`src/verilog/hc_pkg.sv`:
```
// line, buffer id, length and request/command struct types of the buffer copy engine.
package hc_pkg;

  localparam int LINE_BITS   = 64;
  localparam int NUM_BUFFERS = 2;
  localparam int MAX_LINES   = 64;

  typedef logic [LINE_BITS-1:0]           t_buffer_data;
  typedef logic [$clog2(NUM_BUFFERS)-1:0] t_buffer_id;
  typedef logic [$clog2(MAX_LINES)-1:0]   t_line_addr;
  typedef logic [$clog2(MAX_LINES):0]     t_request_size; // one extra bit so a full buffer fits.

  typedef struct packed {
    t_buffer_id    src;
    t_buffer_id    dst;
    t_request_size length;
  } t_copy_req;

  typedef struct packed {
    logic          strobe;
    t_buffer_id    id;
    t_request_size length;
  } t_read_cmd;

  typedef struct packed {
    logic         valid;
    t_buffer_data data;
  } t_read_rsp;

  typedef struct packed {
    logic         valid;
    t_buffer_id   id;
    t_line_addr   addr;
    t_buffer_data data;
  } t_write_req;

  typedef struct packed {
    logic         valid;
    logic         write;
    t_buffer_id   id;
    t_line_addr   addr;
    t_buffer_data data;
  } t_host_req;

  typedef struct packed {
    logic         valid;
    t_buffer_data data;
  } t_host_rsp;

endpackage : hc_pkg

```
`src/verilog/loopback_fifo.sv`:
```
// synchronous circular FIFO with a type-parameter payload, full/empty flags and occupancy count.
`timescale 1ns/1ps

module loopback_fifo #(
  parameter int  DEPTH  = 8,
  parameter type T_DATA = hc_pkg::t_buffer_data
) (
  input  logic                  clk,
  input  logic                  reset,
  input  logic                  enq_en,
  input  T_DATA                 enq_data,
  output logic                  not_full,
  input  logic                  deq_en,
  output T_DATA                 deq_data,
  output logic                  not_empty,
  output hc_pkg::t_request_size counter
);
  import hc_pkg::*;

  localparam int PTR_W = (DEPTH > 1) ? $clog2(DEPTH) : 1;
  localparam logic [PTR_W-1:0] LAST_PTR = PTR_W'(DEPTH - 1);

  T_DATA            mem [DEPTH];
  logic [PTR_W-1:0] wr_ptr;
  logic [PTR_W-1:0] rd_ptr;
  logic             do_enq;
  logic             do_deq;

  function automatic logic [PTR_W-1:0] next_ptr(input logic [PTR_W-1:0] ptr);
    return (ptr == LAST_PTR) ? '0 : ptr + 1'b1; // wraps for any depth.
  endfunction

  assign not_full  = (counter != t_request_size'(DEPTH));
  assign not_empty = (counter != '0);
  assign do_enq    = enq_en && not_full;
  assign do_deq    = deq_en && not_empty;
  assign deq_data  = mem[rd_ptr]; // head entry is visible before the dequeue.

  always_ff @(posedge clk) begin
    if (do_enq) begin
      mem[wr_ptr] <= enq_data;
    end
  end

  always_ff @(posedge clk or posedge reset) begin
    if (reset) begin
      wr_ptr  <= '0;
      rd_ptr  <= '0;
      counter <= '0;
    end else begin
      if (do_enq) begin
        wr_ptr <= next_ptr(wr_ptr);
      end
      if (do_deq) begin
        rd_ptr <= next_ptr(rd_ptr);
      end
      case ({do_enq, do_deq})
        2'b10:   counter <= counter + t_request_size'(1);
        2'b01:   counter <= counter - t_request_size'(1);
        default: counter <= counter;
      endcase
    end
  end

endmodule : loopback_fifo

```
`src/verilog/loopback.sv`:
```
// copy engine with read command, read capture, FIFO drain, line write and finish logic.
`timescale 1ns/1ps

module loopback #(
  parameter int FIFO_DEPTH = 8
) (
  input  logic               clk,
  input  logic               reset,
  input  logic               start,
  input  hc_pkg::t_copy_req  copy_req,
  output logic               busy,
  output logic               finish,
  output hc_pkg::t_read_cmd  read_cmd,
  output logic               read_hold,
  input  hc_pkg::t_read_rsp  read_rsp,
  output hc_pkg::t_write_req write_req,
  input  logic               write_full
);
  import hc_pkg::*;

  typedef enum logic [1:0] {
    S_IDLE,
    S_REQUEST,
    S_STREAM
  } t_state;

  // a read may be issued while two earlier lines are still on their way to the FIFO.
  localparam t_request_size HOLD_LEVEL = t_request_size'(FIFO_DEPTH - 2);

  t_state        state;
  t_copy_req     req_q;
  logic          fifo_enq_en;
  t_buffer_data  fifo_enq_data;
  logic          fifo_not_full;
  logic          fifo_deq_en;
  t_buffer_data  fifo_deq_data;
  logic          fifo_not_empty;
  t_request_size fifo_counter;
  logic          out_valid;
  t_buffer_data  out_data;
  t_request_size wr_count;
  logic          write_fire;
  logic          last_write;

  loopback_fifo #(
    .DEPTH  (FIFO_DEPTH),
    .T_DATA (t_buffer_data)
  ) u_fifo (
    .clk       (clk),
    .reset     (reset),
    .enq_en    (fifo_enq_en),
    .enq_data  (fifo_enq_data),
    .not_full  (fifo_not_full),
    .deq_en    (fifo_deq_en),
    .deq_data  (fifo_deq_data),
    .not_empty (fifo_not_empty),
    .counter   (fifo_counter)
  );

  assign busy       = (state != S_IDLE);
  assign read_hold  = (fifo_counter >= HOLD_LEVEL);
  assign write_fire = out_valid && !write_full;
  assign last_write = write_fire && (wr_count == req_q.length - t_request_size'(1));

  always_ff @(posedge clk or posedge reset) begin
    if (reset) begin
      state <= S_IDLE;
    end else begin
      case (state)
        S_IDLE: begin
          if (start) begin
            state <= S_REQUEST;
          end
        end
        S_REQUEST: state <= S_STREAM; // read command goes out in this cycle.
        S_STREAM: begin
          if (last_write) begin
            state <= S_IDLE;
          end
        end
        default: state <= S_IDLE;
      endcase
    end
  end

  always_ff @(posedge clk) begin
    if (state == S_IDLE && start) begin
      req_q <= copy_req; // starts while busy are dropped here.
    end
  end

  always_comb begin
    read_cmd.strobe = (state == S_REQUEST);
    read_cmd.id     = req_q.src;
    read_cmd.length = req_q.length;
  end

  always_ff @(posedge clk or posedge reset) begin
    if (reset) begin
      fifo_enq_en <= 1'b0;
    end else begin
      fifo_enq_en <= read_rsp.valid;
    end
  end

  always_ff @(posedge clk) begin
    if (read_rsp.valid) begin
      fifo_enq_data <= read_rsp.data;
    end
  end

  // the output register refills in the same cycle that it empties.
  assign fifo_deq_en = fifo_not_empty && (!out_valid || write_fire);

  always_ff @(posedge clk or posedge reset) begin
    if (reset) begin
      out_valid <= 1'b0;
    end else if (fifo_deq_en) begin
      out_valid <= 1'b1;
    end else if (write_fire) begin
      out_valid <= 1'b0;
    end
  end

  always_ff @(posedge clk) begin
    if (fifo_deq_en) begin
      out_data <= fifo_deq_data;
    end
  end

  always_comb begin
    write_req.valid = write_fire;
    write_req.id    = req_q.dst;
    write_req.addr  = t_line_addr'(wr_count);
    write_req.data  = out_data;
  end

  always_ff @(posedge clk or posedge reset) begin
    if (reset) begin
      wr_count <= '0;
      finish   <= 1'b0;
    end else begin
      finish <= last_write; // busy drops at the same edge.
      if (state == S_IDLE) begin
        wr_count <= '0;
      end else if (write_fire) begin
        wr_count <= wr_count + t_request_size'(1);
      end
    end
  end

endmodule : loopback

```
`config.mk`:
```
export PLATFORM = sky130hd
export DESIGN_NAME = loopback
export DESIGN_NICKNAME = d
export VERILOG_FILES = /design/src/verilog/hc_pkg.sv /design/src/verilog/loopback_fifo.sv /design/src/verilog/loopback.sv
export SDC_FILE = /design/constraint.sdc
export NUM_CORES = 1
export LEC_CHECK = 0
export ABC_AREA = 0
export BUFFER_PORTS_ARGS = -buffer_cell sky130_fd_sc_hd__buf_2
export CAP_MARGIN = 40
export CORE_MARGIN = 1.5
export CORE_UTILIZATION = 24
export DETAILED_ROUTE_END_ITERATION = 16
export GPL_TIMING_DRIVEN = 0
export PLACE_DENSITY_LB_ADDON = 0.08
export SYNTH_ARGS = -nofsm -noshare
export SYNTH_HDL_FRONTEND = slang
export SYNTH_SLANG_ARGS = --single-unit
export TNS_END_PERCENT = 1
```
`constraint.sdc`:
```
create_clock -name clk -period 8.8 [get_ports clk]
set_input_delay 0 -clock clk [delete_from_list [all_inputs] [get_ports clk]]
set_output_delay 0 -clock clk [all_outputs]
set_load 0.01 [all_outputs]
```
Word level (Yosys, flattened, before mapping):

Memory sizes are Yosys's and may differ from the RTL's. A register that Yosys moved wholly into a read port is not among the register bits.
Index checks and enable logic that the tools add are counted.

* flip-flop bits (word level): 98
* bits in writable memories: 512
* input bits: 78
* memories: 1

* add/sub/neg operators: 6
* $lt $le $gt $ge: 1
* eq/ne operators: 10
* multiplexer cells: 12
* reductions and logical operators: 16

Memories
* u_fifo.mem: words 8, width 64, read ports 1, clocked after memory_dff 1, wr ports 1, RTL line loopback_fifo.sv:23 `T_DATA mem [DEPTH];`

Operator list (number)
* adder 7 x 1 -> 7 bit, second input constant: 2
* two-way mux 7 bit: 2
* case mux 7 bit (2 select lines): 1
* subtractor 7 x 1 -> 7 bit, second input constant: 2
* nonzero test 2 bit: 4
* equality test 7 bit: 1
* >= comparator 7 x 3 -> 1 bit, second input constant: 1
* != test 7 x 4 -> 1 bit, second input constant: 1
* nonzero test 7 bit: 1
* adder 3 x 1 -> 3 bit, second input constant: 2
* equality test 3 bit, second input constant: 2
* logical AND 1 bit: 6
* two-way mux 3 bit: 2
* case mux 2 bit (3 select lines): 1
* equality test 2 x 1 -> 1 bit, second input constant: 2
* equality test 2 bit, second input constant: 2
* two-way mux 1 bit: 4
* two-way mux 2 bit: 2
* != test 2 bit, second input constant: 2
* logical NOT 1 bit: 2
* logical NOT 2 bit: 1
* AND reduction 2 bit: 1
* logical OR 1 bit: 1

Depth between registers and ports, before layout:

Gate-level depths: netlist of the first run.

* word-level depth: 7
* gate-level depth with buffers: 11
* mapped depth without buffers: 11

Hierarchy:

From an unflattened synthesis of the first run, not the netlist that was laid out.

* cells, all modules: 1063
* area total of the unflattened synthesis: 25065.3 µm²

By module, submodules not included
* loopback_fifo: instances 1, cells each 842, area each 20155.6 µm², sequential area each 15700.1 µm²
* loopback: instances 1, cells each 221, area each 4909.7 µm², sequential area each 4414.2 µm²

Worst setup path before layout of the first run:

Ideal clock, no wire load.

* path kind: flip-flop to flip-flop
* from: reg u_fifo.counter[4]
* to: mem u_fifo.mem[5][0] in the netlist's numbering (enable)
* setup time: 0.578 ns
* data arrival time: 5.712 ns
* data required time: 8.222 ns
* slack: 2.510 ns
* cell stages (with the launch flop): 6
* cell sequence: dfrtp_1 > or3_1 > or4_1 > o21ai_2 > or2_2 > nor3b_1

* cells in the longest elaborated chain, start to end: 4

RTL lines
* from (decl): RTL line loopback_fifo.sv:16 `output hc_pkg::t_request_size counter`
* from (signal assigned): RTL line loopback_fifo.sv:58 `2'b10: counter <= counter + t_request_size'(1);`
* from (signal assigned): RTL line loopback_fifo.sv:59 `2'b01: counter <= counter - t_request_size'(1);`
* from (signal assigned): RTL line loopback_fifo.sv:60 `default: counter <= counter;`
* != test 7 x 4 -> 1 bit: RTL line loopback_fifo.sv:33 `assign not_full = (counter != t_request_size'(DEPTH));`
* logical AND 1 bit: RTL line loopback_fifo.sv:35 `assign do_enq = enq_en && not_full;`
* two-way mux 1 bit: RTL line loopback_fifo.sv:40 `if (do_enq) begin`
* two-way mux 1 bit (not written as such): RTL line loopback_fifo.sv:41 `mem[wr_ptr] <= enq_data;`
* to (decl): RTL line loopback_fifo.sv:23

No other way between the ends.

Worst setup path after layout of the first run:

* from: reg u_fifo.counter[4]
* to: reg u_fifo.counter[5]

* cells in the longest elaborated chain, start to end: 5
* elaborated cells on any way between the ends: 11
* classes of those cells: add/sub (2); eq/ne (3); mux (1); reduce/logical (5)

RTL lines
* nonzero test 7 bit *: RTL line loopback_fifo.sv:34 `assign not_empty = (counter != '0);`
* logical AND 1 bit *: RTL line loopback.sv:113 `assign fifo_deq_en = fifo_not_empty && (!out_valid || write_fire);`
* net fifo_deq_en: RTL line loopback.sv:35 `logic fifo_deq_en;`
* logical AND 1 bit *: RTL line loopback_fifo.sv:36 `assign do_deq = deq_en && not_empty;`
* equality test 2 x 1 -> 1 bit or equality test 2 bit (tied branches): RTL line loopback_fifo.sv:57 `case ({do_enq, do_deq})`
* case mux 7 bit (2 select lines) or nonzero test 2 bit (tied branches)

Mark *: on every way through the listed nets, which the timed path passes. The rest lies on a longest branch.
A chain may end at the register's enable or synchronous reset.

==> run metrics, run 1 <==
Starting Density=0.241; CTS tree=built; Post-Syn Nets=1142; synthesized cell area=24900 um2; setup bufs post-CTS=0; Port Buffer Count=161; crit path cell chain=or3_1 -> or4_1 -> o21ai_1 -> inv_4 -> buf_16 -> ha_1 -> ha_1 -> a21o_1 -> a21oi_1 -> nor2b_1 -> or4_1 -> nand3_1; Gate Count Post-Synth=1051; pin count of the biggest net entering global routing=44; initial antenna violation count=4; Die Ht=325 um; Post-synth EDFFs=649; most frequent cells in the layout=edfxtp_1, buf_2, mux4_2, clkbuf_16, dlygate4sd3_1; Async SR Flop Fraction=0.0371; core outline area=103000 um2; Final GP Congestion=0.662; hpwl dp=40.9 mm; smallest hold slack=0.0579 ns; max-slew violation count=0; H-tree levels=3; Pleak=10.7 nW; latest clock arrival within the worst-skew pair=0.65 ns; CP arrival=5.12 ns; Slowest-stage cell, CP=o21ai_1; CP max stage delay=0.68 ns; Setup Viol. Count Final=0; maximum capacitance violations=0; Max Freq=218 MHz; CP endpoint kind=register; critical-path maximum fanout=43; Area growth, synth to finish=28.0%; Setup Skew=0.0443 ns; Tightest Hold Check Type=in -> reg; cts repair resizes=0; top_reg_cell synth=edfxtp_1; worst-margin pin slew=0.825 ns; CTS clock-pin slew for the worst setup and hold paths=0.06 ns; Ports=162; drt first pass iters=4; first-pass GRT wire length=90.0 mm; Seq/Total Area, Yosys=0.807; pre-CTS setup slack=4.20 ns; Nets=1559; drt first-iter violations=717; startpoint types=register; Vias=11800; GRT Util Overall=0.117; via/cell ratio=4.04; drc violations=0; drt total wl=61.5 mm; Pwr per Cell Area=321 nW/um2; Crit Path Category=reg -> reg; FF+latch count, synth=674; Worst Path Required=9.34 ns; DIE WIDTH=325 um; Slew HR=0.446; VDD IR max=163 uV; # clock sinks=674; GRT Residual Overflow=0; cts bufs inserted=82; count of final hold-check violations=0; CTS root buffer=clkbuf_16; Cell variety after synth=46; layout cell share with drive strength beyond 1=0.390; number of synthesis warnings=0; number of routed nets with antenna violations=0; unrepaired setup endpoints after global routing=false; number of diodes=0; num rows=118; worst-case clock buffer depth=3; post-route clock period utilization=0.521; Syn Area/Cell=23.7 um2; number of global-route vias before repair=12600; full die area=106000 um2; Worst Slack Setup Final=4.22 ns; most common cell after layout, fill and taps aside=edfxtp_1; status=finished clean; fin crit period=4.58 ns; DR WL/cell=21.1 um
## critical path, delay by kind of cell, from the launching register on
kind,cells,cell delay (ns)
AOI/OAI and AO/OA,3,1.09
buffers and inverters,2,0.71
adders and majority gates,2,0.74
and+or+nand+nor,5,1.58
DFF,1,0.39
## cells by family (layout without fill, tap and decap cells)
| group | Yosys count | count (layout) | share of synthesized area |
|---|---|---|---|
| buffers and inverters | 54 | 538 | 0.00969 |
| AND/OR/NAND/NOR | 68 | 68 | 0.0147 |
| adder cells (fa/ha/maj) | 13 | 13 | 0.00683 |
| XOR/XNOR | 15 | 15 | 0.00583 |
| flip-flops | 674 | 674 | 0.807 |
| multiplexers | 198 | 198 | 0.147 |
| AO/OA/AOI/OAI | 29 | 29 | 0.00829 |
## Yosys cell counts (2+ instances only)
cell type  instances  area share
nand4_1            5      0.0013
nor2_1            13      0.0020
buf_1              8      0.0012
xnor2_1            5      0.0018
o211ai_1           4      0.0012
a21oi_1            6      0.0012
nor2b_1            4      0.0010
or4_1              3     0.00090
xor2_1             9      0.0032
inv_1              9      0.0014
buf_4              7      0.0021
nor3b_1            5      0.0015
mux4_2           128        0.12
edfxtp_1         649        0.78
dfrtp_1           25       0.025
or3_1              4      0.0010
buf_2             10      0.0020
a21o_1             3     0.00090
ha_1              12      0.0060
o21ai_0            5      0.0010
mux2_2            69       0.031
clkbuf_1          20      0.0030
nand2b_1           5      0.0013
nor3_1             9      0.0018
nand2_1           12      0.0018
and2_1             2     0.00050
## path summary, 6_finish.rpt
kind                                         from                 to  slack, ns  cells after the start
worst max-delay path            u_fifo.counter[4]  u_fifo.counter[5]       4.22                     12
worst min-delay path                 read_rsp[41]  fifo_enq_data[41]       0.06                      2
worst max register to register  u_fifo.counter[4]  u_fifo.counter[5]       4.22                     12
worst min register to register  u_fifo.counter[6]  u_fifo.counter[6]       0.48                      1
max in group asynchronous                   reset  u_fifo.counter[6]       7.76                      5
min in group asynchronous                   reset        wr_count[1]       0.53                      4
## sequential cells by signal (all words and copies together) (netlist names), 2 cells and up
register,count
out_data,64
wr_count,7
fifo_enq_data,64
state,2
u_fifo.mem,512
u_fifo.rd_ptr,3
read_cmd,8
u_fifo.counter,7
u_fifo.wr_ptr,3
## report_power, final
part	switching [mW]	total [mW]	internal [mW]
Clock	1.35	3.16	1.81
Sequential	0.230	4.44	4.21
Combinational	1.35	2.65	1.30
Total	2.94	10.3	7.32
## area by class of cell
| class | count | area, um2 |
|---|---|---|
| fill | 10000 | 71300 |
| sequential | 674 | 20100 |
| multi-input combinational | 323 | 4600 |
| timing repair buffer | 333 | 2680 |
| clock buffer | 104 | 2160 |
| tap | 1380 | 1730 |
| clock inverter | 47 | 370 |
| buffer | 45 | 208 |
| inverter | 9 | 36.3 |
## metrics by stage
stage | setup TNS (ns) | std cells | instance area, um2 | total power, mW | utilization
floorplan | 0 | 1051 | 24900 | 6.04 | -
global placement | -1581.05 | 2592 | 27400 | 7.12 | 0.266
detailed placement | 0 | 2685 | 28600 | 7.26 | 0.277
CTS | 0 | 2915 | 31900 | 10.5 | 0.309
global route | 0 | 2915 | 31900 | 10.8 | 0.309
finish | 0 | 2915 | 31900 | 10.3 | 0.309
## layer usage
metal | routed length, um | vias to the layer above | global-route usage
met5 | 0 | - | 0
met4 | 1390 | 0 | 0.0338
met3 | 2460 | 89 | 0.0265
met2 | 28200 | 239 | 0.182
met1 | 29400 | 6214 | 0.163
li1 | - | 5244 | -
## repair_timing
action                     CTS  global route
setup endpoints to repair    0             0
hold endpoints to repair   137             0
hold buffers                79             0
Power figures use the tool's default switching activity.
==> run 2, diff against run 1 <==
clock period = 4.3 ns   (was 8.8 ns; I/O delays follow)
==> run metrics, run 2 (synthesis gave the netlist of run 1 again) <==
status=finished clean; Port Buffer Count=161; max-slew violation count=0; count of final hold-check violations=0; DR WL/cell=21.3 um; VDD IR max=295 uV; Pwr per Cell Area=660 nW/um2; Finished Layout Cells=2904; multi-input logic area=4620 um2; startpoint types=register; pin count of the biggest net entering global routing=45; pre-CTS setup slack=-0.240 ns; unrepaired setup endpoints after global routing=false; layout cell share with drive strength beyond 1=0.386; drc violations=0; number of routed nets with antenna violations=0; GRT Util Overall=0.118; Setup Viol. Count Final=0; CP endpoint kind=register; setup TNS=0 ns; Die Ht=325 um; Worst Path Required=4.85 ns; CP arrival=4.48 ns; max reg flops=512; Slew HR=0.425; num rows=118; Vias=11700; DIE WIDTH=325 um; number of global-route vias before repair=12800; worst r2r src=u_fifo.counter[4]; fin area=31900 um2; most common cell after layout, fill and taps aside=edfxtp_1; drt total wl=61.8 mm; setup bufs post-CTS=0; Most flops, register=u_fifo.mem; Largest regs=u_fifo.mem (512), fifo_enq_data (64), out_data (64); start point of the critical path=u_fifo.counter[4]; Placed Cells=2683; hold path start=copy_req[4]; worst-case clock buffer depth=3; CTS root buffer=clkbuf_16; first-pass GRT wire length=90.7 mm; core outline area=103000 um2; Pleak=10.7 nW; Crit Path Category=reg -> reg; Starting Density=0.241; # clock sinks=674; drt first pass iters=4; critical-path maximum fanout=44; Area growth, synth to finish=28.2%; maximum capacitance violations=0; worst-margin pin slew=0.863 ns; via/cell ratio=4.05; initial antenna violation count=4; most frequent cells in the layout=edfxtp_1, buf_2, mux4_2, clkbuf_16, dlygate4sd3_1; CTS clock-pin slew for the worst setup and hold paths=0.06 ns; CTS tree=built; Tightest Hold Check Type=in -> reg; Setup Skew=0.0295 ns; latest clock arrival within the worst-skew pair=0.64 ns; placement-stage cell area=28600 um2; cts bufs inserted=81; Final GP Congestion=0.661; GRT Residual Overflow=0; register area=20100 um2; Worst Slack Setup Final=0.365 ns; Max Freq=254 MHz; fin crit period=3.93 ns; hpwl dp=40.7 mm; H-tree levels=3; Ports=162; number of diodes=0; post-route clock period utilization=0.915; fill count=10000; drt first-iter violations=572; Nets=1555; full die area=106000 um2
==> run 2: cell count changes in the layout (fill, tap and decap cells not counted), moves of 2 or more <==
cell and change:
buf_4 -10, clkbuf_8 -2, clkinv_1 +2, clkinv_2 -7
bufinv_16 +4, buf_12 -2, clkinv_4 -2, inv_6 +5
buf_16 +2, clkinv_8 -5, clkinvlp_4 -3, buf_6 +5
buf_8 +3
==> run 2: through the flow <==
step	power, mW	hold WS (ns)	util
global placement	14.6	0.177	0.266
finish	21.1	0.0718	0.309
detailed placement	14.9	0.0353	0.277
global route	22.2	0.0419	0.309
CTS	21.7	0.0137	0.309
floorplan	12.3	0.0273	-
==> run 2: layer usage <==
layer | wire, um | GRT usage | vias to the layer above | share of wire
li1 | - | - | 5237 | -
met1 | 28300 | 0.161 | 6171 | 0.46
met2 | 29200 | 0.189 | 238 | 0.47
met3 | 2730 | 0.0259 | 101 | 0.044
met4 | 1580 | 0.0366 | 2 | 0.026
met5 | 7 | 0 | - | 0.00011
==> run 2: area by class of cell <==
class | instances | share of cell area
Clock buffer | 102 | 0.0669
Inverter | 9 | 0.00114
Timing Repair Buffer | 330 | 0.0847
Clock inverter | 41 | 0.0121
Tap cell | 1380 | 0.0541
Buffer | 45 | 0.00650
Multi-Input combinational cell | 323 | 0.145
Sequential cell | 674 | 0.630
==> run 2: repair_timing <==
item,CTS,global route
hold buffers,78,0
endpoints found under the hold margin,149,0
setup endpoints to repair,2,2
resized for setup,1,2
==> run 2: final timing paths <==
kind	to	slack, ns	cells after the start
worst max-delay path	u_fifo.counter[5]	0.37	12
worst min-delay path	read_cmd[4]	0.07	2
worst max register to register	u_fifo.counter[5]	0.37	12
worst min register to register	u_fifo.counter[6]	0.47	1
max in group asynchronous	u_fifo.counter[5]	3.36	5
min in group asynchronous	wr_count[0]	0.47	4
==> run 2: critical path, cell delays in order (launching register included) <==
cell	delay, ns
dfrtp_1	0.39
or3_1	0.42
or4_1	0.52
o21ai_4	0.33
inv_4	0.23
buf_16	0.30
ha_2	0.32
ha_1	0.29
a21o_1	0.18
a21oi_1	0.23
nor2b_1	0.09
or4_1	0.47
nand3_1	0.09
==> run 2: report_power, final <==
part | switching (mW) | total [mW] | internal (mW)
registers | 0.462 | 9.08 | 8.62
logic | 2.78 | 5.43 | 2.65
clock network | 2.68 | 6.55 | 3.88
total | 5.92 | 21.1 | 15.1
